<file path="src/design/dcore_consts.svh">
`ifndef DCORE_CONSTS_SVH
`define DCORE_CONSTS_SVH

// Lane count and sample widths
`define DCORE_NTI       4
`define DCORE_NADC      8

// Phase interpolator and loop filter
`define DCORE_NPI       9
`define DCORE_KI_MAX    15

// PRBS checker
`define DCORE_NPRBS     7
`define DCORE_NCNT      32

// APB bus
`define DCORE_AW        8
`define DCORE_DW        32

// Register word addresses
`define DCORE_ADDR_CTRL     8'h00
`define DCORE_ADDR_SEED     8'h04
`define DCORE_ADDR_OFFSET   8'h08
`define DCORE_ADDR_PI_EXT   8'h0C
`define DCORE_ADDR_PI_OFS   8'h10
`define DCORE_ADDR_GAIN     8'h14
`define DCORE_ADDR_SAMPLE   8'h18
`define DCORE_ADDR_CORRECT  8'h1C
`define DCORE_ADDR_TOTAL    8'h20
`define DCORE_ADDR_PI_CODE  8'h24

`endif

</file>
<file path="src/design/dcore_pkg.sv">
`include "dcore_consts.svh"

package dcore_pkg;

    // Checker operating mode
    typedef enum logic [1:0] {
        PRBS_HOLD = 2'd0,
        PRBS_LOAD = 2'd1,
        PRBS_RUN  = 2'd2
    } prbs_mode_e;

    // APB register map, read-only entries from REG_SAMPLE on
    typedef enum logic [`DCORE_AW-1:0] {
        REG_CTRL    = `DCORE_ADDR_CTRL,
        REG_SEED    = `DCORE_ADDR_SEED,
        REG_OFFSET  = `DCORE_ADDR_OFFSET,
        REG_PI_EXT  = `DCORE_ADDR_PI_EXT,
        REG_PI_OFS  = `DCORE_ADDR_PI_OFS,
        REG_GAIN    = `DCORE_ADDR_GAIN,
        REG_SAMPLE  = `DCORE_ADDR_SAMPLE,
        REG_CORRECT = `DCORE_ADDR_CORRECT,
        REG_TOTAL   = `DCORE_ADDR_TOTAL,
        REG_PI_CODE = `DCORE_ADDR_PI_CODE
    } reg_addr_e;

endpackage

</file>
<file path="src/design/adc_unfold.sv">
`timescale 1ns/1ps
`default_nettype none
`include "dcore_consts.svh"

module adc_unfold (
    input  wire logic                                   clk_adc,
    input  wire logic                                   arst_n_i,
    input  wire logic [`DCORE_NTI-1:0][`DCORE_NADC-2:0] adc_mag_i,
    input  wire logic [`DCORE_NTI-1:0]                  adc_sign_i,
    input  wire logic [`DCORE_NTI-1:0][`DCORE_NADC-1:0] lane_offset_i,
    output logic      [`DCORE_NTI-1:0][`DCORE_NADC-1:0] samples_o
);

    localparam int SMAX = 2**(`DCORE_NADC-1) - 1;
    localparam int SMIN = -(2**(`DCORE_NADC-1));
    localparam logic [`DCORE_NADC-1:0] SAT_HI = {1'b0, {(`DCORE_NADC-1){1'b1}}};
    localparam logic [`DCORE_NADC-1:0] SAT_LO = {1'b1, {(`DCORE_NADC-1){1'b0}}};

    logic [`DCORE_NTI-1:0][`DCORE_NADC-2:0] mag_q;
    logic [`DCORE_NTI-1:0]                  sign_q;
    logic signed [`DCORE_NADC+1:0]          diff [`DCORE_NTI];

    // Retime stage
    always_ff @(posedge clk_adc or negedge arst_n_i) begin
        if (!arst_n_i) begin
            mag_q  <= '0;
            sign_q <= '0;
        end else begin
            mag_q  <= adc_mag_i;
            sign_q <= adc_sign_i;
        end
    end

    // Apply sign and remove lane offset
    // Two guard bits keep the full range
    always_comb begin
        for (int k = 0; k < `DCORE_NTI; k++) begin
            diff[k] = (sign_q[k] ? $signed({3'b000, mag_q[k]})
                                 : -$signed({3'b000, mag_q[k]}))
                    - $signed({{2{lane_offset_i[k][`DCORE_NADC-1]}}, lane_offset_i[k]});
        end
    end

    // Unfold stage with clamp
    always_ff @(posedge clk_adc or negedge arst_n_i) begin
        if (!arst_n_i) begin
            samples_o <= '0;
        end else begin
            for (int k = 0; k < `DCORE_NTI; k++) begin
                if (diff[k] > SMAX) begin
                    samples_o[k] <= SAT_HI;
                end else if (diff[k] < SMIN) begin
                    samples_o[k] <= SAT_LO;
                end else begin
                    samples_o[k] <= diff[k][`DCORE_NADC-1:0];
                end
            end
        end
    end

    for (genvar k = 0; k < `DCORE_NTI; k++) begin : g_chk
        // Low rail needs a negative slice whose magnitude plus offset reaches 128
        a_min_only_at_rail: assert property (@(posedge clk_adc) disable iff (!arst_n_i)
            (samples_o[k] == SAT_LO) |->
                $past(!sign_q[k]
                      && int'(mag_q[k]) + int'($signed(lane_offset_i[k])) >= -SMIN));
    end

endmodule

`default_nettype wire

</file>
<file path="src/design/mm_cdr.sv">
`timescale 1ns/1ps
`default_nettype none
`include "dcore_consts.svh"

module mm_cdr (
    input  wire logic                                   clk_adc,
    input  wire logic                                   arst_n_i,
    input  wire logic [`DCORE_NTI-1:0][`DCORE_NADC-1:0] samples_i,
    input  wire logic                                   pi_ext_sel_i,
    input  wire logic [`DCORE_NPI-1:0]                  pi_ext_i,
    input  wire logic [`DCORE_NPI-1:0]                  pi_ofs_i,
    input  wire logic [3:0]                             kp_shift_i,
    input  wire logic [3:0]                             ki_shift_i,
    output logic      [`DCORE_NPI-1:0]                  pi_ctl_o
);

    // Each term fits in NADC+2 bits and the four-lane sum needs two more
    localparam int SW = `DCORE_NADC + 4;

    logic [`DCORE_NADC-1:0]               last_q;
    logic [`DCORE_NTI:0][`DCORE_NADC-1:0] chain;
    logic signed [SW-1:0]                 prev_x [`DCORE_NTI];
    logic signed [SW-1:0]                 cur_x [`DCORE_NTI];
    logic signed [SW-1:0]                 term [`DCORE_NTI];
    logic signed [SW-1:0]                 pd_sum;
    logic signed [SW-1:0]                 prop_term;
    logic signed [SW-1:0]                 int_term;
    logic [`DCORE_NPI-1:0]                integ_q;
    logic [`DCORE_NPI-1:0]                loop_code;

    // Lane 0 pairs with the last lane of the previous cycle
    assign chain = {samples_i, last_q};

    // MM detector sgn(prev)*cur - prev*sgn(cur)
    always_comb begin
        pd_sum = '0;
        for (int k = 0; k < `DCORE_NTI; k++) begin
            prev_x[k] = SW'($signed(chain[k]));
            cur_x[k]  = SW'($signed(chain[k+1]));
            term[k]   = (prev_x[k][SW-1] ? -cur_x[k] : cur_x[k])
                      - (cur_x[k][SW-1] ? -prev_x[k] : prev_x[k]);
            pd_sum    = pd_sum + term[k];
        end
    end

    // Proportional and integral paths
    assign prop_term = pd_sum >>> kp_shift_i;
    assign int_term  = pd_sum >>> ki_shift_i;

    // code wraps modulo the PI range
    assign loop_code = integ_q + prop_term[`DCORE_NPI-1:0];

    always_ff @(posedge clk_adc or negedge arst_n_i) begin
        if (!arst_n_i) begin
            last_q   <= '0;
            integ_q  <= '0;
            pi_ctl_o <= '0;
        end else begin
            last_q <= samples_i[`DCORE_NTI-1];
            if (!pi_ext_sel_i) begin
                integ_q <= integ_q + int_term[`DCORE_NPI-1:0];
            end
            pi_ctl_o <= pi_ofs_i + (pi_ext_sel_i ? pi_ext_i : loop_code);
        end
    end

    a_ki_range: assert property (@(posedge clk_adc) disable iff (!arst_n_i)
        ki_shift_i <= `DCORE_KI_MAX);

endmodule

`default_nettype wire

</file>
<file path="src/design/prbs_checker.sv">
`timescale 1ns/1ps
`default_nettype none
`include "dcore_consts.svh"

module prbs_checker (
    input  wire logic                                   clk_adc,
    input  wire logic                                   arst_n_i,
    input  wire logic [`DCORE_NTI-1:0][`DCORE_NADC-1:0] samples_i,
    input  wire dcore_pkg::prbs_mode_e                  mode_i,
    input  wire logic [`DCORE_NPRBS-1:0]                seed_i,
    output logic      [`DCORE_NCNT-1:0]                 correct_cnt_o,
    output logic      [`DCORE_NCNT-1:0]                 total_cnt_o
);

    import dcore_pkg::*;

    localparam int MW = $clog2(`DCORE_NTI + 1);

    logic [`DCORE_NPRBS-1:0] gen_q;
    logic [`DCORE_NPRBS-1:0] gen_next;
    logic [`DCORE_NTI-1:0]   rx_bits;
    logic [`DCORE_NTI-1:0]   ref_bits;
    logic [MW-1:0]           match_cnt;

    // Decision is the inverted sample sign
    always_comb begin
        for (int k = 0; k < `DCORE_NTI; k++) begin
            rx_bits[k] = ~samples_i[k][`DCORE_NADC-1];
        end
    end

    // x^7+x^6+1, four steps per cycle, lane 0 first
    always_comb begin
        gen_next  = gen_q;
        match_cnt = '0;
        for (int k = 0; k < `DCORE_NTI; k++) begin
            ref_bits[k] = gen_next[`DCORE_NPRBS-1] ^ gen_next[`DCORE_NPRBS-2];
            gen_next    = {gen_next[`DCORE_NPRBS-2:0], ref_bits[k]};
            if (ref_bits[k] == rx_bits[k]) begin
                match_cnt = match_cnt + 1'b1;
            end
        end
    end

    always_ff @(posedge clk_adc or negedge arst_n_i) begin
        if (!arst_n_i) begin
            gen_q         <= '0;
            correct_cnt_o <= '0;
            total_cnt_o   <= '0;
        end else begin
            case (mode_i)
                PRBS_LOAD: begin
                    gen_q         <= seed_i;
                    correct_cnt_o <= '0;
                    total_cnt_o   <= '0;
                end
                PRBS_RUN: begin
                    gen_q         <= gen_next;
                    correct_cnt_o <= correct_cnt_o + match_cnt;
                    total_cnt_o   <= total_cnt_o + `DCORE_NTI;
                end
                // Hold and the unused code freeze everything
                default: ;
            endcase
        end
    end

    a_cnt_order: assert property (@(posedge clk_adc) disable iff (!arst_n_i)
        correct_cnt_o <= total_cnt_o);

endmodule

`default_nettype wire

</file>
<file path="src/design/dcore_regs.sv">
`timescale 1ns/1ps
`default_nettype none
`include "dcore_consts.svh"

module dcore_regs (
    input  wire logic                                   clk_adc,
    input  wire logic                                   arst_n_i,
    input  wire logic [`DCORE_AW-1:0]                   paddr_i,
    input  wire logic                                   psel_i,
    input  wire logic                                   penable_i,
    input  wire logic                                   pwrite_i,
    input  wire logic [`DCORE_DW-1:0]                   pwdata_i,
    output logic      [`DCORE_DW-1:0]                   prdata_o,
    output logic                                        pready_o,
    output logic                                        pslverr_o,
    output logic      [`DCORE_NTI-1:0][`DCORE_NADC-1:0] lane_offset_o,
    output dcore_pkg::prbs_mode_e                       prbs_mode_o,
    output logic      [`DCORE_NPRBS-1:0]                prbs_seed_o,
    output logic                                        pi_ext_sel_o,
    output logic      [`DCORE_NPI-1:0]                  pi_ext_o,
    output logic      [`DCORE_NPI-1:0]                  pi_ofs_o,
    output logic      [3:0]                             kp_shift_o,
    output logic      [3:0]                             ki_shift_o,
    input  wire logic [`DCORE_NTI-1:0][`DCORE_NADC-1:0] samples_i,
    input  wire logic [`DCORE_NCNT-1:0]                 correct_cnt_i,
    input  wire logic [`DCORE_NCNT-1:0]                 total_cnt_i,
    input  wire logic [`DCORE_NPI-1:0]                  pi_ctl_i
);

    import dcore_pkg::*;

    logic                 access;
    logic                 addr_ok;
    logic                 addr_rw;
    logic                 wr_en;
    logic [`DCORE_DW-1:0] rdata;

    assign access = psel_i && penable_i;

    // Decode and read mux
    always_comb begin
        addr_ok = 1'b1;
        addr_rw = 1'b0;
        rdata   = '0;
        case (paddr_i)
            REG_CTRL: begin
                addr_rw    = 1'b1;
                rdata[1:0] = prbs_mode_o;
                rdata[2]   = pi_ext_sel_o;
            end
            REG_SEED: begin
                addr_rw                    = 1'b1;
                rdata[`DCORE_NPRBS-1:0]    = prbs_seed_o;
            end
            REG_OFFSET: begin
                addr_rw                             = 1'b1;
                rdata[`DCORE_NTI*`DCORE_NADC-1:0]   = lane_offset_o;
            end
            REG_PI_EXT: begin
                addr_rw                  = 1'b1;
                rdata[`DCORE_NPI-1:0]    = pi_ext_o;
            end
            REG_PI_OFS: begin
                addr_rw                  = 1'b1;
                rdata[`DCORE_NPI-1:0]    = pi_ofs_o;
            end
            REG_GAIN: begin
                addr_rw    = 1'b1;
                rdata[7:0] = {ki_shift_o, kp_shift_o};
            end
            REG_SAMPLE:  rdata[`DCORE_NTI*`DCORE_NADC-1:0] = samples_i;
            REG_CORRECT: rdata = correct_cnt_i;
            REG_TOTAL:   rdata = total_cnt_i;
            REG_PI_CODE: rdata[`DCORE_NPI-1:0] = pi_ctl_i;
            default:     addr_ok = 1'b0;
        endcase
    end

    // No wait states
    assign pready_o  = 1'b1;
    assign wr_en     = access && pwrite_i && addr_rw;
    assign pslverr_o = access && (pwrite_i ? !addr_rw : !addr_ok);
    assign prdata_o  = (access && !pwrite_i && addr_ok) ? rdata : '0;

    always_ff @(posedge clk_adc or negedge arst_n_i) begin
        if (!arst_n_i) begin
            lane_offset_o <= '0;
            prbs_mode_o   <= PRBS_HOLD;
            prbs_seed_o   <= '0;
            pi_ext_sel_o  <= 1'b0;
            pi_ext_o      <= '0;
            pi_ofs_o      <= '0;
            kp_shift_o    <= '0;
            ki_shift_o    <= '0;
        end else if (wr_en) begin
            case (paddr_i)
                REG_CTRL: begin
                    prbs_mode_o  <= prbs_mode_e'(pwdata_i[1:0]);
                    pi_ext_sel_o <= pwdata_i[2];
                end
                REG_SEED:   prbs_seed_o   <= pwdata_i[`DCORE_NPRBS-1:0];
                REG_OFFSET: lane_offset_o <= pwdata_i[`DCORE_NTI*`DCORE_NADC-1:0];
                REG_PI_EXT: pi_ext_o      <= pwdata_i[`DCORE_NPI-1:0];
                REG_PI_OFS: pi_ofs_o      <= pwdata_i[`DCORE_NPI-1:0];
                REG_GAIN: begin
                    kp_shift_o <= pwdata_i[3:0];
                    ki_shift_o <= pwdata_i[7:4];
                end
                default: ;
            endcase
        end
    end

    a_penable_in_sel: assert property (@(posedge clk_adc) disable iff (!arst_n_i)
        penable_i |-> psel_i);

endmodule

`default_nettype wire

</file>
<file path="src/design/digital_core.sv">
`timescale 1ns/1ps
`default_nettype none
`include "dcore_consts.svh"

module digital_core (
    input  wire logic                                   clk_adc,
    input  wire logic                                   arst_n_i,
    input  wire logic [`DCORE_NTI-1:0][`DCORE_NADC-2:0] adc_mag_i,
    input  wire logic [`DCORE_NTI-1:0]                  adc_sign_i,
    input  wire logic [`DCORE_AW-1:0]                   paddr_i,
    input  wire logic                                   psel_i,
    input  wire logic                                   penable_i,
    input  wire logic                                   pwrite_i,
    input  wire logic [`DCORE_DW-1:0]                   pwdata_i,
    output wire logic [`DCORE_DW-1:0]                   prdata_o,
    output wire logic                                   pready_o,
    output wire logic                                   pslverr_o,
    output wire logic [`DCORE_NPI-1:0]                  pi_ctl_o
);

    import dcore_pkg::*;

    wire logic [`DCORE_NTI-1:0][`DCORE_NADC-1:0] samples;
    wire logic [`DCORE_NTI-1:0][`DCORE_NADC-1:0] lane_offset;
    wire prbs_mode_e                             prbs_mode;
    wire logic [`DCORE_NPRBS-1:0]                prbs_seed;
    wire logic                                   pi_ext_sel;
    wire logic [`DCORE_NPI-1:0]                  pi_ext;
    wire logic [`DCORE_NPI-1:0]                  pi_ofs;
    wire logic [3:0]                             kp_shift;
    wire logic [3:0]                             ki_shift;
    wire logic [`DCORE_NCNT-1:0]                 correct_cnt;
    wire logic [`DCORE_NCNT-1:0]                 total_cnt;
    wire logic [`DCORE_NPI-1:0]                  pi_ctl;

    assign pi_ctl_o = pi_ctl;

    // ADC input side
    adc_unfold u_unfold (
        .clk_adc       (clk_adc),
        .arst_n_i      (arst_n_i),
        .adc_mag_i     (adc_mag_i),
        .adc_sign_i    (adc_sign_i),
        .lane_offset_i (lane_offset),
        .samples_o     (samples)
    );

    mm_cdr u_cdr (
        .clk_adc      (clk_adc),
        .arst_n_i     (arst_n_i),
        .samples_i    (samples),
        .pi_ext_sel_i (pi_ext_sel),
        .pi_ext_i     (pi_ext),
        .pi_ofs_i     (pi_ofs),
        .kp_shift_i   (kp_shift),
        .ki_shift_i   (ki_shift),
        .pi_ctl_o     (pi_ctl)
    );

    prbs_checker u_prbs (
        .clk_adc       (clk_adc),
        .arst_n_i      (arst_n_i),
        .samples_i     (samples),
        .mode_i        (prbs_mode),
        .seed_i        (prbs_seed),
        .correct_cnt_o (correct_cnt),
        .total_cnt_o   (total_cnt)
    );

    // Register block
    dcore_regs u_regs (
        .clk_adc       (clk_adc),
        .arst_n_i      (arst_n_i),
        .paddr_i       (paddr_i),
        .psel_i        (psel_i),
        .penable_i     (penable_i),
        .pwrite_i      (pwrite_i),
        .pwdata_i      (pwdata_i),
        .prdata_o      (prdata_o),
        .pready_o      (pready_o),
        .pslverr_o     (pslverr_o),
        .lane_offset_o (lane_offset),
        .prbs_mode_o   (prbs_mode),
        .prbs_seed_o   (prbs_seed),
        .pi_ext_sel_o  (pi_ext_sel),
        .pi_ext_o      (pi_ext),
        .pi_ofs_o      (pi_ofs),
        .kp_shift_o    (kp_shift),
        .ki_shift_o    (ki_shift),
        .samples_i     (samples),
        .correct_cnt_i (correct_cnt),
        .total_cnt_i   (total_cnt),
        .pi_ctl_i      (pi_ctl)
    );

endmodule

`default_nettype wire

</file>
<file path="config.mk">
export PLATFORM = sky130hd
export DESIGN_NAME = digital_core
export DESIGN_NICKNAME = d
export VERILOG_FILES = /design/src/design/dcore_pkg.sv /design/src/design/adc_unfold.sv /design/src/design/mm_cdr.sv /design/src/design/prbs_checker.sv /design/src/design/dcore_regs.sv /design/src/design/digital_core.sv
export VERILOG_INCLUDE_DIRS = /design/src /design/src/design
export SDC_FILE = /design/constraint.sdc
export NUM_CORES = 1
export LEC_CHECK = 0
export BUFFER_PORTS_ARGS = -buffer_cell sky130_fd_sc_hd__buf_2
export CORE_UTILIZATION = 45
export CTS_CLUSTER_SIZE = 16
export DETAILED_ROUTE_END_ITERATION = 8
export GPL_TIMING_DRIVEN = 0
export HOLD_SLACK_MARGIN = 0.15
export PLACE_DENSITY = 0.63
export SLEW_MARGIN = 20
export SYNTH_ARGS = -nofsm -noshare
export SYNTH_HDL_FRONTEND = slang
export SYNTH_HIERARCHICAL = 1
export SYNTH_SLANG_ARGS = --single-unit
</file>
<file path="constraint.sdc">
create_clock -name clk_adc -period 17.7 [get_ports clk_adc]
set_input_delay 3.54 -clock clk_adc [delete_from_list [all_inputs] [get_ports clk_adc]]
set_output_delay 3.54 -clock clk_adc [all_outputs]
set_load 0.1 [all_outputs]
</file>
==> flow_metrics.env <==
export IMPL_status="finished, final reports clean"
export IMPL_r2r_setup_slack_ns=7.41
export IMPL_routabilityCongestion=0.968
export IMPL_fill_cells=3755
export IMPL_hold_buffers=0
export IMPL_cts_buffers=27
export IMPL_via_per_inst=5.81
export IMPL_ys_async_sr_fraction_pct=100
export IMPL_synth_top_cell_area_share_pct=30.9
export IMPL_slew_viol_final=0
export IMPL_wl_um=53400
export IMPL_synth_edff_count=0
export IMPL_worstSetupPathType="reg -> reg"
export IMPL_worstPathMaxFanout=10
export IMPL_fin_area_mm2=0.0206
export IMPL_core_area_mm2=0.0400
export IMPL_grt_usage_pct=26.0
export IMPL_port_buffers=117
export IMPL_hold_viol=0
export IMPL_final_nets=2279
export IMPL_synth_area_mm2=0.0184
export IMPL_clock_sinks=227
export IMPL_die_width_um=204
export IMPL_yosysSeqAreaShare_pct=30.9
export IMPL_routedWlPerCell_um=20.6
export IMPL_synth_compound_area_share_pct=16.2
export IMPL_synthMuxAreaShare_pct=9.66
export IMPL_hp_class="reg -> reg"
export IMPL_dp_hpwl_um=41900
export IMPL_arrival_ns=10.74
export IMPL_rows=73
export IMPL_dp_slack_ns=7.46
export IMPL_yosys_area_share_adder_pct=14.1
export IMPL_cap_violations=0
export IMPL_place_area_mm2=0.0197
export IMPL_yosysWarnings=6
export IMPL_dieArea_mm2=0.0416
export IMPL_die_y_um=204
export IMPL_drc_errors=0
export IMPL_tightest_slew_ns=1.05
export IMPL_grt_ovfl_total=0
export IMPL_cts_root_buf="clkbuf_16"
export IMPL_syn_inst=1893
export IMPL_relSlewSlack_pct=29.7
export IMPL_rsz0062_at_grt="false"
export IMPL_synthXorXnorAreaFrac_pct=9.03
export IMPL_final_cell_mix="dfrtp_1 (227), nor2_1 (153), nand2_1 (147)"
export IMPL_max_stage_delay_ns=0.57
export IMPL_fin_skew_ns=0.0349
export IMPL_fin_crit_ns=10.29
export IMPL_required_ns=18.15
export IMPL_grt_max_degree=96
export IMPL_final_common_cell="dfrtp_1"
export IMPL_drt_initial_drc_count=1177
export IMPL_period_share_pct=58.1
export IMPL_synth_top_family_by_area="compound AO/OA/AOI/OAI gates"
export IMPL_yosysTopAreaCell="dfrtp_1"
export IMPL_crit_path_frequent_cell="fa_1"
export IMPL_synth_cell_type_count=100
export IMPL_cts_setup_buffers=0
export IMPL_fin_ws_ns=7.41
export IMPL_tns_ns=0
export IMPL_ctsResizeCount=0
export IMPL_postSynthAreaPerCell_um2=9.70
export IMPL_setup_viol=0
export IMPL_grt_pass1_vias=14900
export IMPL_crit_path_end_kind="flip-flop"
export IMPL_synth_seq_cells=227
export IMPL_crit_path_start_kind="flip-flop"
export IMPL_start_util_pct=45.9
export IMPL_regArea_mm2=0.00568
export IMPL_insertion_delay_ns=0.58
export IMPL_cts_max_path_buffers=3
export IMPL_synthFlopType="dfrtp_1"
export IMPL_synthSimpleGateAreaFrac_pct=15.8
export IMPL_htree_levels=1
export IMPL_io_pins=120
export IMPL_cts_tree="yes"
export IMPL_num_antenna_cells=0
export IMPL_cp_slowest_cell="dfrtp_1"
export IMPL_clk_pin_slew_worst_paths_ns=0.07
export IMPL_synthTopCellsByArea="dfrtp_1 (31%), fa_1 (8.0%), ha_1 (5.9%), xnor2_1 (4.4%), xor2_1 (4.1%)"
export IMPL_multi_input_area_mm2=0.0119
export IMPL_grt_pass1_wl_um=84200
export IMPL_vias=15000
export IMPL_drive_above_1_share_pct=16.6
export IMPL_final_antenna_net_count=0
export IMPL_finish_utilization_pct=51.5
export IMPL_drtPass1Iterations=6
export IMPL_fmax_mhz=97.2
export IMPL_areaGrowthSynthToFinish_pct=12.3
export IMPL_antenna_found_initial=0
[final cells by class]
type | count | share of cell area [%]
multi-input cells | 1477 | 57.8
flip-flops and latches | 227 | 27.6
clock buffers | 32 | 3.47
well taps | 525 | 3.19
repair buffers | 119 | 3.16
inverters | 112 | 2.04
plain buffers | 78 | 1.71
clock inverters | 18 | 1.06
[path summary, 6_finish.rpt]
check,from,endpoint,cells after the start
setup / recovery,u_unfold/samples_o[23],u_cdr/pi_ctl_o[8],35
hold / removal,u_unfold/samples_o[24],u_cdr/last_q[0],0
setup reg to reg,u_unfold/samples_o[23],u_cdr/pi_ctl_o[8],35
hold reg to reg,u_unfold/samples_o[24],u_cdr/last_q[0],0
max in group asynchronous,arst_n_i,u_prbs/total_cnt_o[20],2
min in group asynchronous,arst_n_i,u_unfold/samples_o[5],1
[synth_stat cells (5+ instances only)]
library cell and instances:
o31ai_1 7, a222oi_1 15, xnor2_1 93, inv_1 110, fa_1 73, or4_1 9
a21o_1 25, xor2_1 86, o21a_1 34, or3_1 22, and2_1 15, a22oi_1 12
o21ai_0 85, a211oi_1 20, buf_1 7, ha_1 87, nand4_1 23, mux2i_1 53
nor2_1 153, mux4_2 7, o211ai_1 9, nand2_1 147, clkbuf_1 49, nand2b_1 17
a31oi_1 10, mux2_2 55, a221oi_1 13, o22ai_1 9, a22o_1 15, nor2b_1 19
and4_1 5, dfrtp_1 227, nor4_1 6, a21oi_1 106, and3_1 18, nand4b_1 12
buf_2 15, nand3_1 28, o21bai_1 16, mux2_4 31, nor3_1 40
[stage by stage]
stage,hold slack [ns],std cells
final,0.444,2588
after global routing,0.462,2588
after CTS,0.449,2588
after detailed placement,0.438,2538
after global placement,0.436,2536
after floorplan,0.386,1894
[critical path, delay by kind of cell, from the launching register on]
kind	cells	cell delay [ns]
buffers and inverters	6	1.47
XOR/XNOR	4	0.83
AO/OA/AOI/OAI	12	2.58
adder cells (fa/ha/maj)	9	3.49
flip-flops	1	0.57
AND/OR/NAND/NOR	2	0.16
multiplexers	2	1.06
[layer usage]
| layer | up-vias | global-route usage, % | wire (um) |
|---|---|---|---|
| li1 | 7049 | - | - |
| met1 | 7411 | 34.9 | 23300 |
| met2 | 486 | 43.0 | 25100 |
| met3 | 101 | 3.41 | 3100 |
| met4 | 0 | 9.06 | 1940 |
| met5 | - | 0 | 0 |
[registers in the layout (all words and copies together), names as in the netlist, 8 cells and up]
register,count
u_cdr/integ_q,9
u_regs/lane_offset_o,32
u_regs/pi_ofs_o,9
u_prbs/correct_cnt_o,32
u_prbs/total_cnt_o,30
u_unfold/mag_q,28
u_cdr/pi_ctl_o,9
u_cdr/last_q,8
u_unfold/samples_o,32
u_regs/pi_ext_o,9
[logic make-up (layout without fill, tap and decap cells)]
kind of cell / count (synthesis) / count (layout)
other cells: 2 / 3
flops: 227 / 227
simple gates: 557 / 557
xor+xnor: 183 / 183
compound gates: 425 / 425
mux: 146 / 146
fa+ha+maj: 163 / 163
buf+inv: 190 / 359
Power is not shown: default switching activity piles up to over one toggle a cycle in this logic, so the estimate is an artifact.
